**src/source/cpu_pkg.sv**
```systemverilog
`default_nettype none

package cpu_pkg;

  // --------------------
  typedef logic [31:0] data_t;
  typedef logic [31:0] inst_t;
  typedef logic [31:0] pc_t;
  typedef logic [4:0]  reg_idx_t;
  typedef logic [2:0]  alu_op_t;
  typedef logic [1:0]  mem_op_t;
  typedef logic [1:0]  fwd_sel_t;

  localparam int NUM_REGS       = 32;
  localparam int DMEM_ADDR_BITS = 8;
  localparam int DMEM_WORDS     = 1 << DMEM_ADDR_BITS;  // 256 words.

  // --------------------
  localparam logic [5:0] OP_RTYPE = 6'h00;
  localparam logic [5:0] OP_ADDI  = 6'h08;
  localparam logic [5:0] OP_LW    = 6'h23;
  localparam logic [5:0] OP_SW    = 6'h2b;
  localparam logic [5:0] OP_BEQ   = 6'h04;
  localparam logic [5:0] OP_BNE   = 6'h05;
  localparam logic [5:0] OP_J     = 6'h02;

  localparam logic [5:0] FN_ADD = 6'h20;
  localparam logic [5:0] FN_SUB = 6'h22;
  localparam logic [5:0] FN_AND = 6'h24;
  localparam logic [5:0] FN_OR  = 6'h25;
  localparam logic [5:0] FN_SLT = 6'h2a;

  localparam inst_t NOP_INST = 32'h0000_0000;  // r-type with funct 0, decodes to no write.

  // --------------------
  localparam alu_op_t ALU_ADD = 3'd0;
  localparam alu_op_t ALU_SUB = 3'd1;
  localparam alu_op_t ALU_AND = 3'd2;
  localparam alu_op_t ALU_OR  = 3'd3;
  localparam alu_op_t ALU_SLT = 3'd4;

  localparam mem_op_t MEM_NONE  = 2'd0;
  localparam mem_op_t MEM_LOAD  = 2'd1;
  localparam mem_op_t MEM_STORE = 2'd2;

  localparam fwd_sel_t FWD_NONE = 2'd0;
  localparam fwd_sel_t FWD_MEM  = 2'd1;
  localparam fwd_sel_t FWD_WB   = 2'd2;

endpackage

`default_nettype wire

```
**src/source/pipeline_regs.sv**
```systemverilog
`timescale 1ns/1ps
`default_nettype none


module id_ex_register (
  input  logic              clk,
  input  logic              rst_n,
  input  logic              stall,
  input  logic              flush,
  input  cpu_pkg::reg_idx_t rs_in, rt_in, rd_in,
  input  cpu_pkg::data_t    read_data_1_in, read_data_2_in, immediate_in,
  input  cpu_pkg::pc_t      target_in,
  input  logic              reg_dst_in, alu_src_in, reg_write_in, beq_in, bne_in, jump_in,
  input  cpu_pkg::alu_op_t  alu_op_in,
  input  cpu_pkg::mem_op_t  mem_op_in,
  output cpu_pkg::reg_idx_t rs_out, rt_out, rd_out,
  output cpu_pkg::data_t    read_data_1_out, read_data_2_out, immediate_out,
  output cpu_pkg::pc_t      target_out,
  output logic              reg_dst_out, alu_src_out, reg_write_out, beq_out, bne_out, jump_out,
  output cpu_pkg::alu_op_t  alu_op_out,
  output cpu_pkg::mem_op_t  mem_op_out
);

  always_ff @(posedge clk) begin
    if (!rst_n || stall || flush) begin  // bubble.
      {rs_out, rt_out, rd_out} <= '0;
      {read_data_1_out, read_data_2_out, immediate_out, target_out} <= '0;
      {reg_dst_out, alu_src_out, reg_write_out, beq_out, bne_out, jump_out} <= '0;
      {alu_op_out, mem_op_out} <= '0;
    end else begin
      rs_out          <= rs_in;
      rt_out          <= rt_in;
      rd_out          <= rd_in;
      read_data_1_out <= read_data_1_in;
      read_data_2_out <= read_data_2_in;
      immediate_out   <= immediate_in;
      target_out      <= target_in;
      reg_dst_out     <= reg_dst_in;
      alu_src_out     <= alu_src_in;
      reg_write_out   <= reg_write_in;
      beq_out         <= beq_in;
      bne_out         <= bne_in;
      jump_out        <= jump_in;
      alu_op_out      <= alu_op_in;
      mem_op_out      <= mem_op_in;
    end
  end

endmodule



`default_nettype wire

```
**config.mk**
```make
export PLATFORM = sky130hd
export DESIGN_NAME = id_ex_register
export DESIGN_NICKNAME = d
export VERILOG_FILES = /design/src/source/cpu_pkg.sv /design/src/source/pipeline_regs.sv
export SDC_FILE = /design/constraint.sdc
export NUM_CORES = 1
export LEC_CHECK = 0
export ABC_AREA = 1
export ABC_CLOCK_PERIOD_IN_PS = 1200
export BUFFER_PORTS_ARGS = -buffer_cell sky130_fd_sc_hd__buf_2
export CORE_AREA = 4 4 119 121
export DETAILED_ROUTE_END_ITERATION = 8
export DIE_AREA = 0 0 123 125
export GPL_TIMING_DRIVEN = 1
export PLACE_DENSITY_LB_ADDON = 0.12
export SLEW_MARGIN = 10
export SYNTH_ARGS = -nofsm -noshare
export SYNTH_HDL_FRONTEND = slang
export SYNTH_SLANG_ARGS = --single-unit
```
**constraint.sdc**
```tcl
create_clock -name clk -period 1.2 [get_ports clk]
set_input_delay 0.18 -clock clk [delete_from_list [all_inputs] [get_ports clk]]
set_output_delay 0.18 -clock clk [all_outputs]
set_load 0.02 [all_outputs]
```
==> summary.txt, run 1 <==
Outcome
  • Status: complete, no violations

Placement
  • Post-DP HPWL: 9800 um
  • DP Worst Slack: 0.184 ns
  • GPL Wtd Cong: 0.752
  • Placed cell area: 0.00671 sq mm
  • Dpl cells: 966
  • Port-buffer cells: 311

Final layout
  • Final Core Density: 0.636
  • Final Cell Area: 0.00832 sq mm
  • Area Growth Syn to Fin: 70.0%
  • Fill cell count: 1,086
  • Layout cell share with drive strength beyond 1: 0.446
  • Total Nets Final: 1,071
  • Fin cells: 1,103

STA
  • Setup violation total in the final timing report: 0
  • Setup TNS: 0 ns
  • Slew @ Worst Pin: 0.305 ns
  • Unrepaired setup endpoints after global routing: no
  • Pins over their slew limit: 0
  • F_max: 0.924 GHz
  • Rel. slew slack: 0.797
  • Final Hold Fails: 0
  • Clock period minus worst slack: 1.08 ns
  • Worst Setup Slack, final: 0.118 ns
  • Fin Hold WS: 0.0130 ns
  • Fin crit share: 0.902

Worst setup path
  • Setup crit end kind: primary output
  • Top delay family on crit path: flip-flops
  • CP Launch Point: target_out[7]
  • Setup crit start kind: register
  • CP Depth: 1
  • Arr. time, crit path: 0.90 ns
  • Required @ worst endpoint: 1.02 ns
  • Crit-path cells: buf_2
  • Crit-path max cell delay: 0.33 ns
  • Crit Path Class: reg -> out
  • Slowest cell on crit path: dfxtp_1
  • Buffer and inverter count on the worst path: 1
  • CP Max Fanout: 1
  • Setup crit end: target_out[7]

Die
  • Die area: 0.0154 sq mm
  • Die Width: 123 um
  • I/O pin count: 312
  • Cell Rows: 42
  • Starting density of the core: 0.374
  • Die Y: 125 um
  • Core area: 0.0131 sq mm

Route
  • Post-Route WL: 13,800 um
  • Remaining DRCs: 0
  • Drt pass-1 iters: 4
  • Routed wire per std cell: 12.5 um
  • Final ANT Viol Nets: 0
  • Vias/cell: 3.89
  • Detailed-route via count: 4,293
  • Initial DRC count: 103

Power and ir drop
  • Peak supply drop: 0.863 mV
  • PD cells: 1390 mW/mm^2
  • PnR Total Power: 11.6 mW
  • Static Leak: 4.71 nW

GRT
  • Grt ovf: 0
  • Vias in the first global route: 4,574
  • First-pass GRT wire length: 21,200 um
  • Largest net degree at the start of global routing: 21
  • Total GRT Usage: 0.178
  • Antenna violations before repair: 1

Yosys
  • Synthesized flop and latch total: 154
  • Syn_nets: 640
  • Cell area after synthesis: 0.00489 sq mm
  • Seq/Total Area, Yosys: 0.630
  • Ys Warns: 0
  • Synth Area per Inst: 10.2 sq um
  • Synth cell types: 9
  • Mapped Cells: 482

Clock network
  • Total CTS buffers: 17
  • H-tree depth: 4
  • Worst-path clk slew: 0.06 ns
  • Clock Sinks: 154
  • CTS tree: yes
  • Root buffer cell: clkbuf_16
  • Clk buf depth: 2

Worst hold path
  • HP Class: in -> reg

Flow run
  • Max_cap viols: 0
-- flip-flops by register name, indices dropped and copies added (netlist names), 2 cells and up --
register         count
rt_out               5
immediate_out       32
read_data_2_out     32
alu_op_out           3
read_data_1_out     32
rd_out               5
target_out          32
mem_op_out           2
rs_out               5
-- cell type report --
type	instances	area, sq um	area share
antenna	1	2.50	0.000301
sequential	154	3080	0.371
inverter	156	586	0.0704
multi-input combinational	155	1050	0.126
tap	176	220	0.0265
clock inverter	8	93.8	0.0113
timing repair buffer	429	2820	0.338
clock buffer	24	472	0.0567
-- layer usage --
layer | share of wire | track usage | up-vias | wire length (um)
met5 | 0 | 0 | - | 0
met4 | 0.046 | 0.109 | 0 | 629
met3 | 0.084 | 0.0569 | 43 | 1160
met2 | 0.55 | 0.338 | 190 | 7540
met1 | 0.32 | 0.158 | 1905 | 4470
li1 | - | - | 2155 | -
-- how the worst min path moves through the flow --
stage / start / to / slack [ns] / cells past startpoint
global placement: immediate_in[9] / immediate_out[9] / 0.39 / 3
detailed placement: immediate_in[15] / immediate_out[15] / 0.40 / 3
global route: read_data_2_in[15] / read_data_2_out[15] / 0.003 / 3
floorplan: alu_op_in[0] / alu_op_out[0] / 0.29 / 2
CTS: rd_in[0] / rd_out[0] / 0.0000001 / 3
finish: rd_in[0] / rd_out[0] / 0.01 / 3
-- cells in the mapped netlist --
library cell | n | area, sq um
buf_6 | 1 | 11.3
dfxtp_1 | 154 | 3080
nand3_1 | 1 | 5.00
buf_12 | 6 | 120
nor2_4 | 60 | 676
inv_1 | 156 | 586
nor2_1 | 94 | 353
buf_2 | 9 | 45.0
buf_8 | 1 | 15.0
-- what timing repair did --
action / CTS / global route
endpoints found under the hold margin: 104 / 0
setup buffers: 0 / 0
gates resized for setup: 0 / 0
hold buffers: 104 / 0
-- cell usage in the layout (no fill, tap or decap), drive strengths merged --
| master | instances |
|---|---|
| bufinv | 2 |
| dlygate4sd3 | 104 |
| clkinv | 6 |
| nand3 | 1 |
| clkbuf | 24 |
| dfxtp | 154 |
| inv | 156 |
| buf | 325 |
| nor2 | 154 |
| diode | 1 |
-- logic make-up after synthesis --
logic type    count (synthesis)  share of synthesized area
simple gates                155                      0.211
flops                       154                      0.630
buf+inv                     173                      0.159
-- power breakdown --
group	internal, mW	switching, mW	total (mW)
clock	3.16	1.89	5.04
sequential	5.25	0.0316	5.28
combinational	0.634	0.633	1.27
Power figures use the tool's default switching activity.
==> inputs of run 2 (changes only) <==
--- a/config.mk
+++ b/config.mk
@@ -5,12 +5,11 @@
 export SDC_FILE = /design/constraint.sdc
 export NUM_CORES = 1
 export LEC_CHECK = 0
-export ABC_AREA = 1
 export ABC_CLOCK_PERIOD_IN_PS = 1200
 export BUFFER_PORTS_ARGS = -buffer_cell sky130_fd_sc_hd__buf_2
-export CORE_AREA = 4 4 119 121
+export CORE_AREA = 4 4 120 122
 export DETAILED_ROUTE_END_ITERATION = 8
-export DIE_AREA = 0 0 123 125
+export DIE_AREA = 0 0 124 126
 export GPL_TIMING_DRIVEN = 1
 export PLACE_DENSITY_LB_ADDON = 0.12
 export SLEW_MARGIN = 10
==> run 2 against run 1 <==
Sequential cell count unchanged. Critical endpoint is now read_data_2_out[9]. Combinational power shrank 16%. Clock power is 17% higher. Power is 5.6% higher. Die area is 1.6% higher. Setup slack worse by 0.0064 ns. Hold slack improved by 0.011 ns. Non-clock buffer count fell by 107. Design area down 11%. First-iteration DRC count increased by 50%. Wire length is 7.5% higher. Largest cell class unchanged.
==> summary.txt, run 2 <==
Worst setup path
  • CP Max Fanout: 1 (unchanged)
  • Buffer and inverter count on the worst path: 1 (unchanged)
  • Setup crit start kind: register (unchanged)
  • Required @ worst endpoint: 1.02 ns (about the same)
  • Arr. time, crit path: 0.91 ns (was 0.90 ns)
  • Crit-path max cell delay: 0.32 ns (was 0.33 ns)
  • Crit Path Class: reg -> out (unchanged)
  • Top delay family on crit path: flip-flops (unchanged)
  • Setup crit end kind: primary output (unchanged)
  • Slowest cell on crit path: dfxtp_1 (unchanged)
  • Crit-path cells: buf_2 (unchanged)

STA
  • Final Hold Fails: 0 (unchanged)
  • Rel. slew slack: 0.807 (was 0.797)
  • Clock period minus worst slack: 1.09 ns (was 1.08 ns)
  • Setup violation total in the final timing report: 0 (unchanged)
  • Fin crit share: 0.907 (was 0.902)
  • F_max: 0.919 GHz (was 0.924 GHz)
  • Slew @ Worst Pin: 0.285 ns (was 0.305 ns)
  • Pins over their slew limit: 0 (unchanged)
  • Setup TNS: 0 ns (unchanged)
  • Fin Hold WS: 0.0238 ns (was 0.0130 ns)
  • Unrepaired setup endpoints after global routing: no (unchanged)

Yosys
  • Synth cell types: 9 (unchanged)
  • Top cell type's share of synthesized area: 0.612 (was 0.630)
  • Mapped Cells: 359 (was 482)
  • Most frequent cell after synthesis: dfxtp_1 (was inv_1)
  • Async SR Flop Fraction: 0 (unchanged)
  • Seq/Total Area, Yosys: 0.612 (was 0.630)
  • Synthesized flop and latch total: 154 (unchanged)
  • Ys Warns: 0 (unchanged)
  • Cell area after synthesis: 0.00504 sq mm (was 0.00489 sq mm)
  • Syn_nets: 517 (was 640)
  • Area leader, netlist: dfxtp_1 (unchanged)
  • Post-synth EDFFs: 0 (unchanged)
  • Synth Flop Type: dfxtp_1 (unchanged)
  • Synth area leaders: dfxtp_1 (61%), nor4bb_1 (20%), and4bb_2 (13%) (was dfxtp_1 (63%), nor2_4 (14%), inv_1 (12%))
  • Top cells by count, synth: dfxtp_1 (154), nor4bb_1 (99), and4bb_2 (52), clkbuf_1 (27), buf_2 (13) (was inv_1 (156), dfxtp_1 (154), nor2_1 (94), nor2_4 (60), buf_2 (9))
  • Synth Area per Inst: 14.0 sq um (was 10.2 sq um)

Clock network
  • Clock Sinks: 154 (unchanged)
  • Cts repair resizes: 0 (unchanged)
  • Worst-path clk slew: 0.06 ns (about the same)
  • Total CTS buffers: 17 (unchanged)
  • H-tree depth: 4 (unchanged)
  • CTS tree: yes (unchanged)
  • Root buffer cell: clkbuf_16 (unchanged)
  • Post-CTS Repair Setup Buffers: 0 (unchanged)
  • Post-CTS Hold Buffers: 0 (was 104)
  • Clk buf depth: 2 (unchanged)

GRT
  • GR Layer Usage met1: 0.198 (was 0.158)
  • GR peak layer: met2 (unchanged)
  • Total GRT Usage: 0.183 (was 0.178)
  • Met3 Usage GRT: 0.0897 (was 0.0569)
  • Vias in the first global route: 4,130 (was 4,574)
  • Antenna violations before repair: 2 (was 1)
  • Met2 GRT Util: 0.302 (was 0.338)
  • Grt ovf: 0 (unchanged)
  • First-pass GRT wire length: 21,800 um (was 21,200 um)
  • Largest net degree at the start of global routing: 81 (was 21)

Power and ir drop
  • PD cells: 1650 mW/mm^2 (was 1390 mW/mm^2)
  • Peak supply drop: 0.780 mV (was 0.863 mV)
  • Static Leak: 3.65 nW (was 4.71 nW)

Final layout
  • Layout cell share with drive strength beyond 1: 0.612 (was 0.446)
  • Multi-input gate area: 0.00168 sq mm (was 0.00105 sq mm)
  • Total Nets Final: 807 (was 1,071)
  • Sequential cell area: 0.00308 sq mm (unchanged)
  • Most frequent cells in the layout: buf_2 (308), dfxtp_1 (154), nor4bb_1 (99) (was buf_2 (311), inv_1 (156), dfxtp_1 (154))
  • Area Growth Syn to Fin: 47.0% (was 70.0%)
  • Most common cell after layout, fill and taps aside: buf_2 (unchanged)
  • Fill cell count: 1,195 (was 1,086)

Placement
  • Post-DP HPWL: 10,600 um (was 9800 um)
  • Port-buffer cells: 311 (unchanged)
  • GPL Wtd Cong: 0.725 (was 0.752)

Die
  • Cell Rows: 42 (unchanged)
  • Core area: 0.0132 sq mm (was 0.0131 sq mm)
  • Die Y: 126 um (was 125 um)
  • Starting density of the core: 0.382 (was 0.374)
  • Die Width: 124 um (was 123 um)
  • I/O pin count: 312 (unchanged)
  • Die area: 0.0156 sq mm (was 0.0154 sq mm)

Route
  • Detailed-route via count: 4,025 (was 4,293)
  • Remaining DRCs: 0 (unchanged)
  • Drt pass-1 iters: 5 (was 4)
  • Initial DRC count: 154 (was 103)
  • Vias/cell: 4.80 (was 3.89)
  • Final ANT Viol Nets: 0 (unchanged)
  • Routed wire per std cell: 17.7 um (was 12.5 um)
  • Post-Route WL: 14,800 um (was 13,800 um)

Outcome
  • Status: complete, no violations (unchanged)

Flow run
  • Max_cap viols: 0 (unchanged)

Worst hold path
  • Worst Min Path Start: target_in[13] (was rd_in[0])
  • HP Class: in -> reg (unchanged)
  • Hold Path Sink: target_out[13] (was rd_out[0])
  • Hold path depth: 2 (was 3)
[run 2: final cells by class]
cell class / instances / area share
clock buffer: 21 / 0.0635
sequential: 154 / 0.416
timing repair buffer: 322 / 0.238
tap: 176 / 0.0297
multi-input combinational: 154 / 0.227
antenna: 1 / 0.000338
clock inverter: 11 / 0.0258
[run 2: metrics by stage]
step	util	total power [mW]	setup WS (ns)	instance area, sq um	instances
after floorplan	-	6.00	0.262	5040	359
after global placement	0.511	6.46	0.128	6740	806
after detailed placement	0.511	6.48	0.106	6740	806
after CTS	0.561	12.3	0.0825	7400	838
after global routing	0.561	12.7	0.0610	7410	839
final	0.561	12.2	0.112	7410	839
[run 2: worst max-delay path by stage]
stage | startpoint | endpoint | depth (start not counted)
final | read_data_2_out[9] | read_data_2_out[9] | 1
after global routing | target_out[21] | target_out[21] | 1
after CTS | read_data_2_out[9] | read_data_2_out[9] | 1
after detailed placement | stall | target_out[5] | 3
after global placement | stall | target_out[5] | 3
after floorplan | rst_n | rd_out[0] | 4
[run 2: cell families (layout without fill, tap and decap cells)]
kind of cell           Yosys count  in the layout  share of synthesized area
AND/OR/NAND/NOR                154            154                      0.333
flip-flops                     154            154                      0.612
other                            0              1                          0
buffers and inverters           51            354                     0.0549
[run 2: power by group]
part           internal (mW)  switching, mW  total [mW]
sequential              5.25         0.0310        5.28
combinational          0.535          0.540        1.07
clock                   3.85           2.03        5.88
total                   9.64           2.60        12.2
[run 2: metal layers]
metal | wire [um] | up-vias
met5 | 13 | -
met2 | 7300 | 202
met4 | 331 | 2
li1 | - | 1935
met1 | 5410 | 1860
met3 | 1780 | 26
