===== src/source/cpu_pkg.sv =====
`default_nettype none

package cpu_pkg;

  // --------------------
  typedef logic [31:0] data_t;
  typedef logic [31:0] inst_t;
  typedef logic [31:0] pc_t;
  typedef logic [4:0]  reg_idx_t;
  typedef logic [2:0]  alu_op_t;
  typedef logic [1:0]  mem_op_t;
  typedef logic [1:0]  fwd_sel_t;

  localparam int NUM_REGS       = 32;
  localparam int DMEM_ADDR_BITS = 8;
  localparam int DMEM_WORDS     = 1 << DMEM_ADDR_BITS;  // 256 words.

  // --------------------
  localparam logic [5:0] OP_RTYPE = 6'h00;
  localparam logic [5:0] OP_ADDI  = 6'h08;
  localparam logic [5:0] OP_LW    = 6'h23;
  localparam logic [5:0] OP_SW    = 6'h2b;
  localparam logic [5:0] OP_BEQ   = 6'h04;
  localparam logic [5:0] OP_BNE   = 6'h05;
  localparam logic [5:0] OP_J     = 6'h02;

  localparam logic [5:0] FN_ADD = 6'h20;
  localparam logic [5:0] FN_SUB = 6'h22;
  localparam logic [5:0] FN_AND = 6'h24;
  localparam logic [5:0] FN_OR  = 6'h25;
  localparam logic [5:0] FN_SLT = 6'h2a;

  localparam inst_t NOP_INST = 32'h0000_0000;  // r-type with funct 0, decodes to no write.

  // --------------------
  localparam alu_op_t ALU_ADD = 3'd0;
  localparam alu_op_t ALU_SUB = 3'd1;
  localparam alu_op_t ALU_AND = 3'd2;
  localparam alu_op_t ALU_OR  = 3'd3;
  localparam alu_op_t ALU_SLT = 3'd4;

  localparam mem_op_t MEM_NONE  = 2'd0;
  localparam mem_op_t MEM_LOAD  = 2'd1;
  localparam mem_op_t MEM_STORE = 2'd2;

  localparam fwd_sel_t FWD_NONE = 2'd0;
  localparam fwd_sel_t FWD_MEM  = 2'd1;
  localparam fwd_sel_t FWD_WB   = 2'd2;

endpackage

`default_nettype wire


===== src/source/pipeline_regs.sv =====
`timescale 1ns/1ps
`default_nettype none




module mem_wb_register (
  input  logic              clk,
  input  logic              rst_n,
  input  logic              mem_to_reg_in, reg_write_in,
  input  cpu_pkg::data_t    ram_read_data_in, alu_result_in,
  input  cpu_pkg::reg_idx_t dst_reg_in,
  output logic              mem_to_reg_out, reg_write_out,
  output cpu_pkg::data_t    ram_read_data_out, alu_result_out,
  output cpu_pkg::reg_idx_t dst_reg_out,
  output cpu_pkg::data_t    write_data
);

  always_ff @(posedge clk) begin
    if (!rst_n) begin
      {mem_to_reg_out, reg_write_out, ram_read_data_out, alu_result_out, dst_reg_out} <= '0;
    end else begin
      mem_to_reg_out    <= mem_to_reg_in;
      reg_write_out     <= reg_write_in;
      ram_read_data_out <= ram_read_data_in;
      alu_result_out    <= alu_result_in;
      dst_reg_out       <= dst_reg_in;
    end
  end

  assign write_data = mem_to_reg_out ? ram_read_data_out : alu_result_out;

endmodule

`default_nettype wire


===== config.mk =====
export PLATFORM = sky130hd
export DESIGN_NAME = mem_wb_register
export DESIGN_NICKNAME = d
export VERILOG_FILES = /design/src/source/cpu_pkg.sv /design/src/source/pipeline_regs.sv
export SDC_FILE = /design/constraint.sdc
export NUM_CORES = 1
export LEC_CHECK = 0
export ABC_AREA = 1
export BUFFER_PORTS_ARGS = -buffer_cell sky130_fd_sc_hd__buf_2
export CORE_UTILIZATION = 35
export CTS_CLUSTER_SIZE = 25
export DETAILED_ROUTE_END_ITERATION = 16
export GPL_TIMING_DRIVEN = 0
export PLACE_DENSITY = 0.81
export RECOVER_POWER = 25
export SLEW_MARGIN = 20
export SYNTH_ARGS = -nofsm -noshare
export SYNTH_HDL_FRONTEND = slang
export SYNTH_SLANG_ARGS = --single-unit

===== constraint.sdc =====
create_clock -name clk -period 1 [get_ports clk]
set_input_delay 0.2 -clock clk [delete_from_list [all_inputs] [get_ports clk]]
set_output_delay 0.2 -clock clk [all_outputs]
set_load 0.02 [all_outputs]

==> qor.txt, run 1 <==
Outcome - finished, violations left
Violated checks - setup timing
First-pass GRT wire length - 11.5 mm
Final worst setup slack - -0.496 ns
Hold_buf cts - 0
Worst Path Arrival - 1.30 ns
Clock transition at path regs - 0.07 ns
Gpl congestion - 0.723
Number of port buffers - 174
Initial antenna violation count - 0
Die height - 87.1 µm
CTS buffer count - 9
WL per Instance - 12.6 µm
Power Density - 1550 nW/µm²
Register area share after synthesis - 56.1%
Sw power - 1880 µW
Full die area - 7580 µm²
DR top layer - met4
Critical path's top delay family - buffers and inverters
Average size of a mapped cell - 7.79 µm²
Worst-path cell chain - buf_8 > inv_8 > buf_8 > nand2_1 > nand2_2 > buf_6
Maximum VDD drop - 1.17 mV
Final Hold Fails - 0
WP depth - 6
Proportion of layout cells with a drive suffix above 1 - 61.8%
Slew @ Worst Pin - 0.501 ns
Die width - 87.1 µm
Min Clock Period, post-route - 1.50 ns
Commonest cells after routing, fill and taps aside - nand2_1, buf_6, buf_2
Top cell by count, worst path - buf_8
CTS tree - built
Sw Share - 26.3%
Number of distinct library cells after synthesis - 9
Htree depth - 3
DR vias - 2581
DRT Pass-1 Iters - 4
Slew Limit Fails - 0
DRT iter0 DRCs - 44
Starting Density - 36.7%
Area Growth Syn to Fin - 81.4%
Worst hold path type - in -> reg
Final setup viols - 38
Crit path max-delay cell type - dfxtp_4
Synthesis-stage register bit count - 71
CP Capture Type - primary output
Rel. slew slack - 66.6%
Fin util - 66.5%
Routed WL - 7.77 mm
Routed vias/inst - 4.20
Mapped cell area - 2530 µm²
Most common cell after layout, fill and taps aside - nand2_1
Power, Total - 7130 µW
Core Area - 6910 µm²
Setup crit start kind - flip-flop
Final nets - 587
Cells after synthesis - 325
# Max-Cap Violations - 0
Fin crit share - 150%
DR WL met3 - 513 µm
Antenna diodes - 0
Residual DRC - 0
Number of global-route vias before repair - 2605
HP Start - ram_read_data_in[9]
Root Buffer - clkbuf_8
Net Count, Synth - 398
Clock power share - 36.2%
GR Overflow Total - 0
Slowest stage delay, CP - 0.35 ns
Worst Hold Depth - 3
WL met2 - 4.40 mm
Yosys warnings - 0
M1 WL - 2.67 mm
RSZ-0062 raised after global routing - true
CTS Sinks - 71
WS Path Type - reg -> out
WP buf/inv - 4
Combinational power share - 19.9%
Dpl hpwl - 5.31 mm
CTS max path bufs - 2
Crit path required time - 0.80 ns
Peak Freq - 669 MHz
LEAKAGE - 0.00270 µW
Seq pwr share - 43.8%
Largest net degree at the start of global routing - 13
Post-DRT Antenna Nets - 0
Worst setup path startpoint - mem_to_reg_out$_SDFF_PN0_
Filler cell count - 541
GRT Overall Usage - 20.5%
Rows - 30
Crit path max fanout - 10
Internal Dissipation - 5250 µW
# IOs - 176
## worst paths after layout
check / slack, ns / endpoint
max: -0.50 / write_data[20]
min: 0.04 / ram_read_data_out[9]$_SDFF_PN0_
## timing repair
action,in CTS,in global routing
setup endpoints to repair,103,103
setup buffers,3,1
pin swaps,1,0
resized for setup,269,10
## logic make-up (layout without fill, tap and decap cells)
logic type | count (synthesis) | after routing | synth area share [%]
and+or+nand+nor | 167 | 167 | 25.7
buffers and inverters | 87 | 281 | 18.1
DFF | 71 | 71 | 56.1
## tightest hold or removal path: stages
cell	delay, ns
buf_2	0.07
nand2_1	0.04
inv_1	0.04
## synth_stat cells
master | instances | share of area, %
nand2_1 | 157 | 23
dfxtp_1 | 71 | 56
inv_1 | 71 | 11
buf_6 | 10 | 4.4
nand2_2 | 10 | 2.5
clkbuf_8 | 3 | 1.6
buf_12 | 1 | 0.79
buf_4 | 1 | 0.30
inv_8 | 1 | 0.44
## layer usage
metal	GRT usage, %	vias to the layer above
met3	6.26	19
li1	-	1275
met2	41.8	107
met5	0	-
met4	9.39	0
met1	17.9	1180
## stage by stage
stage / cell area (µm²) / setup WS, ns / setup TNS (ns) / instances / hold slack (ns)
6_report: 4590 / -0.496 / -15.31 / 615 / 0.0406
3_5_place_dp: 3630 / -0.163 / -4.42 / 595 / 0.383
4_1_cts: 4610 / -0.498 / -15.89 / 614 / 0.0252
5_1_grt: 4590 / -0.551 / -18.92 / 615 / 0.0247
2_1_floorplan: 2640 / -0.0373 / -1.05 / 325 / 0.293
3_3_place_gp: 3630 / -0.166 / -4.20 / 595 / 0.379
## state kept, by name, indices dropped and copies added (netlist names)
signal             count
dst_reg_out            5
alu_result_out        32
reg_write_out          1
ram_read_data_out     32
mem_to_reg_out         1
## power by group through the flow
stage	clock, µW	combinational (µW)	sequential (µW)
floorplan	0	476	3310
global placement	0	1090	3110
detailed placement	0	1120	3120
CTS	2640	1420	3120
global route	2760	1520	3140
finish	2590	1420	3120
## layout make-up
cell class	count	area, µm²	area share, %
plain buffers	15	145	3.16
clock buffers	11	151	3.30
clock inverters	5	80.1	1.74
inverters	72	278	6.05
multi-input cells	167	764	16.6
flip-flops and latches	71	1510	32.9
well taps	96	120	2.62
repair buffers	178	1540	33.6
Note: power is estimated with default switching activity, not from simulation.
==> run 2, diff against run 1 <==
--- a/config.mk
+++ b/config.mk
@@ -11,6 +11,7 @@
 export CTS_CLUSTER_SIZE = 25
 export DETAILED_ROUTE_END_ITERATION = 16
 export GPL_TIMING_DRIVEN = 0
+export MAX_ROUTING_LAYER = met4
 export PLACE_DENSITY = 0.81
 export RECOVER_POWER = 25
 export SLEW_MARGIN = 20
==> qor.txt, run 2 (same netlist as run 1, synthesis figures left out) <==
Outcome - finished, violations left
Violated checks - setup timing
Internal Dissipation - 5250 µW (about the same)
Slew Limit Fails - 0 (unchanged)
Final Cell Area - 4590 µm² (unchanged)
Number of global-route vias before repair - 2591 (-0.54%)
WL per Instance - 12.6 µm (about the same)
CTS Sinks - 71 (unchanged)
Final setup viols - 39 (+2.6%)
Dpl hpwl - 5.31 mm (unchanged)
Routed vias/inst - 4.18 (-0.43%)
Power Density - 1550 nW/µm² (-0.13%)
Die width - 87.1 µm (unchanged)
RSZ-0062 raised after global routing - true
Post-DRT Antenna Nets - 0 (unchanged)
Clock power share - 36.1% (about the same)
Die height - 87.1 µm (unchanged)
CP Capture Type - primary output
Filler cell count - 541 (unchanged)
DR vias - 2570 (-0.43%)
Crit path max-delay cell type - dfxtp_4
# Max-Cap Violations - 0 (unchanged)
WP buf/inv - 4 (unchanged)
Hold EP - ram_read_data_out[9]$_SDFF_PN0_
Min Clock Period, post-route - 1.50 ns (+0.00193 ns)
Htree depth - 3 (unchanged)
Critical path's top delay family - buffers and inverters
Largest registers - alu_result_out: 32 flops, ram_read_data_out: 32 flops, dst_reg_out: 5 flops
Antenna diodes - 0 (unchanged)
Setup crit start kind - flip-flop
HP Start - ram_read_data_in[9]
Worst Hold Depth - 3 (unchanged)
Slowest stage delay, CP - 0.35 ns (about the same)
Final worst setup slack - -0.497 ns (-0.00193 ns)
Worst-path cell chain - buf_8 > inv_8 > buf_8 > nand2_1 > nand2_2 > buf_6
Proportion of layout cells with a drive suffix above 1 - 61.8% (unchanged)
Commonest cells after routing, fill and taps aside - nand2_1, buf_6, buf_2
Sw power - 1870 µW (-0.51%)
Rows - 30 (unchanged)
Top cell by count, worst path - buf_8
# IOs - 176 (unchanged)
WS Path Type - reg -> out
Final Hold Fails - 0 (unchanged)
Largest net degree at the start of global routing - 13 (unchanged)
CTS tree - built
Most common cell after layout, fill and taps aside - nand2_1
Fin crit share - 150% (+0.19 points)
Core Area - 6910 µm² (unchanged)
Post-DP Area - 3630 µm² (unchanged)
GRT Overall Usage - 21.1% (+0.61 points)
Area Growth Syn to Fin - 81.4% (unchanged)
Full die area - 7580 µm² (unchanged)
Slew @ Worst Pin - 0.495 ns (-0.00608 ns)
Clock transition at path regs - 0.07 ns (about the same)
Initial antenna violation count - 0 (unchanged)
LEAKAGE - 0.00270 µW (unchanged)
Fin util - 66.5% (unchanged)
Residual DRC - 0 (unchanged)
Crit path max fanout - 10 (unchanged)
Maximum VDD drop - 1.16 mV (-0.55%)
Combinational power share - 20.0% (about the same)
Final nets - 587 (unchanged)
Worst hold path type - in -> reg
Rel. slew slack - 67.0% (+0.41 points)
Worst Path Arrival - 1.30 ns (about the same)
CTS max path bufs - 2 (unchanged)
Root Buffer - clkbuf_8
First-pass GRT wire length - 11.5 mm (-0.12%)
Routed WL - 7.78 mm (about the same)
GR Overflow Total - 0 (unchanged)
Sw Share - 26.2% (-0.10 points)
DRT iter0 DRCs - 48 (+9.1%)
DRT Pass-1 Iters - 4 (unchanged)
Seq pwr share - 43.9% (about the same)
CTS buffer count - 9 (unchanged)
Crit path required time - 0.80 ns (about the same)
Number of port buffers - 174 (unchanged)
Peak Freq - 668 MHz (-0.13%)
Gpl congestion - 0.732 (+1.2%)
Starting Density - 36.7% (unchanged)
-- run 2: area by class of cell --
class	count	area [µm²]	area share (%)
repair buffers	178	1540	33.6
flip-flops and latches	71	1510	32.9
multi-input cells	167	764	16.6
inverters	72	278	6.05
clock buffers	11	151	3.30
plain buffers	15	145	3.16
well taps	96	120	2.62
clock inverters	5	80.1	1.74
-- run 2: per-layer routing --
metal	track usage (%)	vias up	part of all wire (%)
met3	5.12	19	5.9
met1	18.6	1164	35
li1	-	1277	-
met4	9.39	0	2.4
met5	-	-	0
met2	41.7	110	56
-- run 2: worst max-delay path by stage --
stage,from,end,cells after the start
3_5_place_dp,mem_to_reg_out$_SDFF_PN0_,write_data[22],6
4_1_cts,mem_to_reg_out$_SDFF_PN0_,write_data[28],6
2_1_floorplan,mem_to_reg_out$_SDFF_PN0_,write_data[10],5
6_report,mem_to_reg_out$_SDFF_PN0_,write_data[20],6
3_3_place_gp,mem_to_reg_out$_SDFF_PN0_,write_data[23],6
5_1_grt,mem_to_reg_out$_SDFF_PN0_,write_data[20],6
-- run 2: stage by stage --
stage          hold WS (ns)  setup WS [ns]  power (µW)  TNS [ns]  instances
2_1_floorplan         0.293        -0.0373        3790     -1.05        325
3_3_place_gp          0.379         -0.166        4210     -4.20        595
3_5_place_dp          0.383         -0.163        4240     -4.42        595
4_1_cts              0.0252         -0.498        7180    -15.89        614
5_1_grt              0.0205         -0.551        7430    -18.92        615
6_report             0.0411         -0.497        7120    -15.31        615
-- run 2: power by group through the flow --
stage / Combinational (µW) / Sequential, µW / Clock, µW
floorplan: 476 / 3310 / 0
global placement: 1090 / 3110 / 0
detailed placement: 1120 / 3120 / 0
CTS: 1420 / 3120 / 2640
global route: 1520 / 3140 / 2770
finish: 1420 / 3120 / 2570
-- run 2: timing repair --
| action | CTS | global route |
|---|---|---|
| setup buffers | 3 | 1 |
| endpoints found under the setup margin | 103 | 103 |
| hold buffers | 0 | 0 |
| endpoints found under the hold margin | 0 | 0 |
| pin swaps | 1 | 0 |
| gates resized for setup | 269 | 10 |
==> run 3, diff against run 2 <==
--- a/config.mk
+++ b/config.mk
@@ -18,3 +18,4 @@
 export SYNTH_ARGS = -nofsm -noshare
 export SYNTH_HDL_FRONTEND = slang
 export SYNTH_SLANG_ARGS = --single-unit
+export TNS_END_PERCENT = 50
==> qor.txt, run 3 (same netlist as run 1, synthesis figures left out) <==
WL per Instance - 12.6 µm (-0.27%)
Rel. slew slack - 68.3% (+1.3 points)
LEAKAGE - 0.00271 µW (+0.39%)
Post-DRT Antenna Nets - 0 (unchanged)
Core Area - 6910 µm² (unchanged)
Setup crit start kind - flip-flop
Htree depth - 3 (unchanged)
Dpl hpwl - 5.05 mm (-4.9%)
Rows - 30 (unchanged)
# Max-Cap Violations - 0 (unchanged)
Area Growth Syn to Fin - 80.3%
HP Start - ram_read_data_in[4]
Fin util - 66.1% (-0.40 points)
DRT iter0 DRCs - 33 (-31%)
Crit path required time - 0.80 ns (about the same)
Most common cell after layout, fill and taps aside - nand2_1
CTS Sinks - 71 (unchanged)
Largest net degree at the start of global routing - 12 (-1)
Antenna diodes - 0 (unchanged)
CTS max path bufs - 2 (unchanged)
Worst hold path type - in -> reg
Hold_buf cts - 0 (unchanged)
Largest registers - alu_result_out: 32 flops, ram_read_data_out: 32 flops, dst_reg_out: 5 flops
Routed WL - 7.76 mm (-0.27%)
Power, Total - 6990 µW (-1.9%)
Initial antenna violation count - 0 (unchanged)
DP Cell Count - 595 (unchanged)
Outcome - finished, violations left
Root Buffer - clkbuf_8
Maximum VDD drop - 1.40 mV (+21%)
# IOs - 176 (unchanged)
Number of global-route vias before repair - 2602 (+0.42%)
Die width - 87.1 µm (unchanged)
Min Clock Period, post-route - 1.49 ns (-0.00997 ns)
Final Cell Area - 4570 µm² (-0.60%)
CTS buffer count - 9 (unchanged)
WS Path Type - reg -> out
Power Density - 1530 nW/µm² (-1.3%)
Routed vias/inst - 4.19 (+0.19%)
Starting Density - 36.7% (unchanged)
Filler cell count - 554 (+2.4%)
Final Instance Count excl. Fillers - 615 (unchanged)
Crit path max fanout - 10 (unchanged)
Fin crit share - 149% (-1.0 points)
Worst Path Arrival - 1.29 ns (about the same)
DRT Pass-1 Iters - 4 (unchanged)
Final nets - 587 (unchanged)
RSZ-0062 raised after global routing - true
Worst setup path startpoint - mem_to_reg_out$_SDFF_PN0_
Peak Freq - 672 MHz (+0.67%)
CTS tree - built
Final setup viols - 40 (+2.6%)
GR Overflow Total - 0 (unchanged)
Clock transition at path regs - 0.07 ns (about the same)
Final Hold Fails - 0 (unchanged)
CP Capture Type - primary output
Post-DP Area - 3610 µm² (-0.62%)
DR vias - 2575 (+0.19%)
Final worst setup slack - -0.488 ns (+0.00997 ns)
Proportion of layout cells with a drive suffix above 1 - 61.8% (unchanged)
Slew Limit Fails - 0 (unchanged)
Slew @ Worst Pin - 0.476 ns (-0.0191 ns)
Commonest cells after routing, fill and taps aside - nand2_1, buf_6, inv_1, buf_2, dfxtp_2
Violated checks - setup timing
Residual DRC - 0 (unchanged)
Full die area - 7580 µm² (unchanged)
Number of port buffers - 174 (unchanged)
GRT Overall Usage - 21.1% (+0.033 points)
First-pass GRT wire length - 11.6 mm (+1.2%)
Die height - 87.1 µm (unchanged)
Gpl congestion - 0.746 (+2.0%)
## run 3: changes by cell type in the layout (fill, tap and decap cells not counted), sizes merged
cell | before | now
bufinv | 2 | 1
clkbuf | 21 | 24
clkinvlp | 2 | 0
## run 3: final cells by class
class                   instances  area (µm²)  share of cell area [%]
plain buffers                  15         151                    3.32
inverters                      72         278                    6.08
clock inverters                 2        35.0                   0.767
well taps                      96         120                    2.63
repair buffers                178        1550                    33.8
multi-input cells             167         739                    16.2
clock buffers                  14         184                    4.03
flip-flops and latches         71        1510                    33.1
## run 3: worst max-delay path, stage by stage, from the launching register on
cell	delay (ns)
dfxtp_4	0.35
buf_8	0.14
inv_8	0.07
buf_8	0.13
nand2_1	0.07
nand2_2	0.08
buf_6	0.12
## run 3: path summary, 6_finish.rpt
check | to | slack (ns) | cells past startpoint
hold / removal | ram_read_data_out[4]$_SDFF_PN0_ | 0.04 | 3
setup / recovery | write_data[26] | -0.49 | 6
## run 3: routing by layer
metal	vias up	GRT usage (%)	wire length, µm
li1	1274	-	-
met1	1163	20.0	2780
met2	119	39.3	4210
met3	19	7.20	617
met4	0	7.88	148
met5	-	-	0
## run 3: power by group
part	total, µW	internal [µW]	switching, µW	leakage, µW
Clock	2440	1440	1000	0.000112
Sequential	3130	3010	114	0.000611
Combinational	1420	705	713	0.00199
## run 3: through the flow
step	worst slack, ns	hold WS (ns)	TNS, ns
after floorplan	-0.0373	0.293	-1.08
after global placement	-0.176	0.380	-4.63
after detailed placement	-0.183	0.384	-4.90
after CTS	-0.512	0.0266	-16.04
after global routing	-0.575	0.0273	-19.03
final	-0.488	0.0445	-15.05
## run 3: timing repair
action,CTS,global route
resized for setup,265,15
endpoints found under the hold margin,0,0
setup endpoints to repair,102,103
setup buffers,4,0
pin swaps,0,0
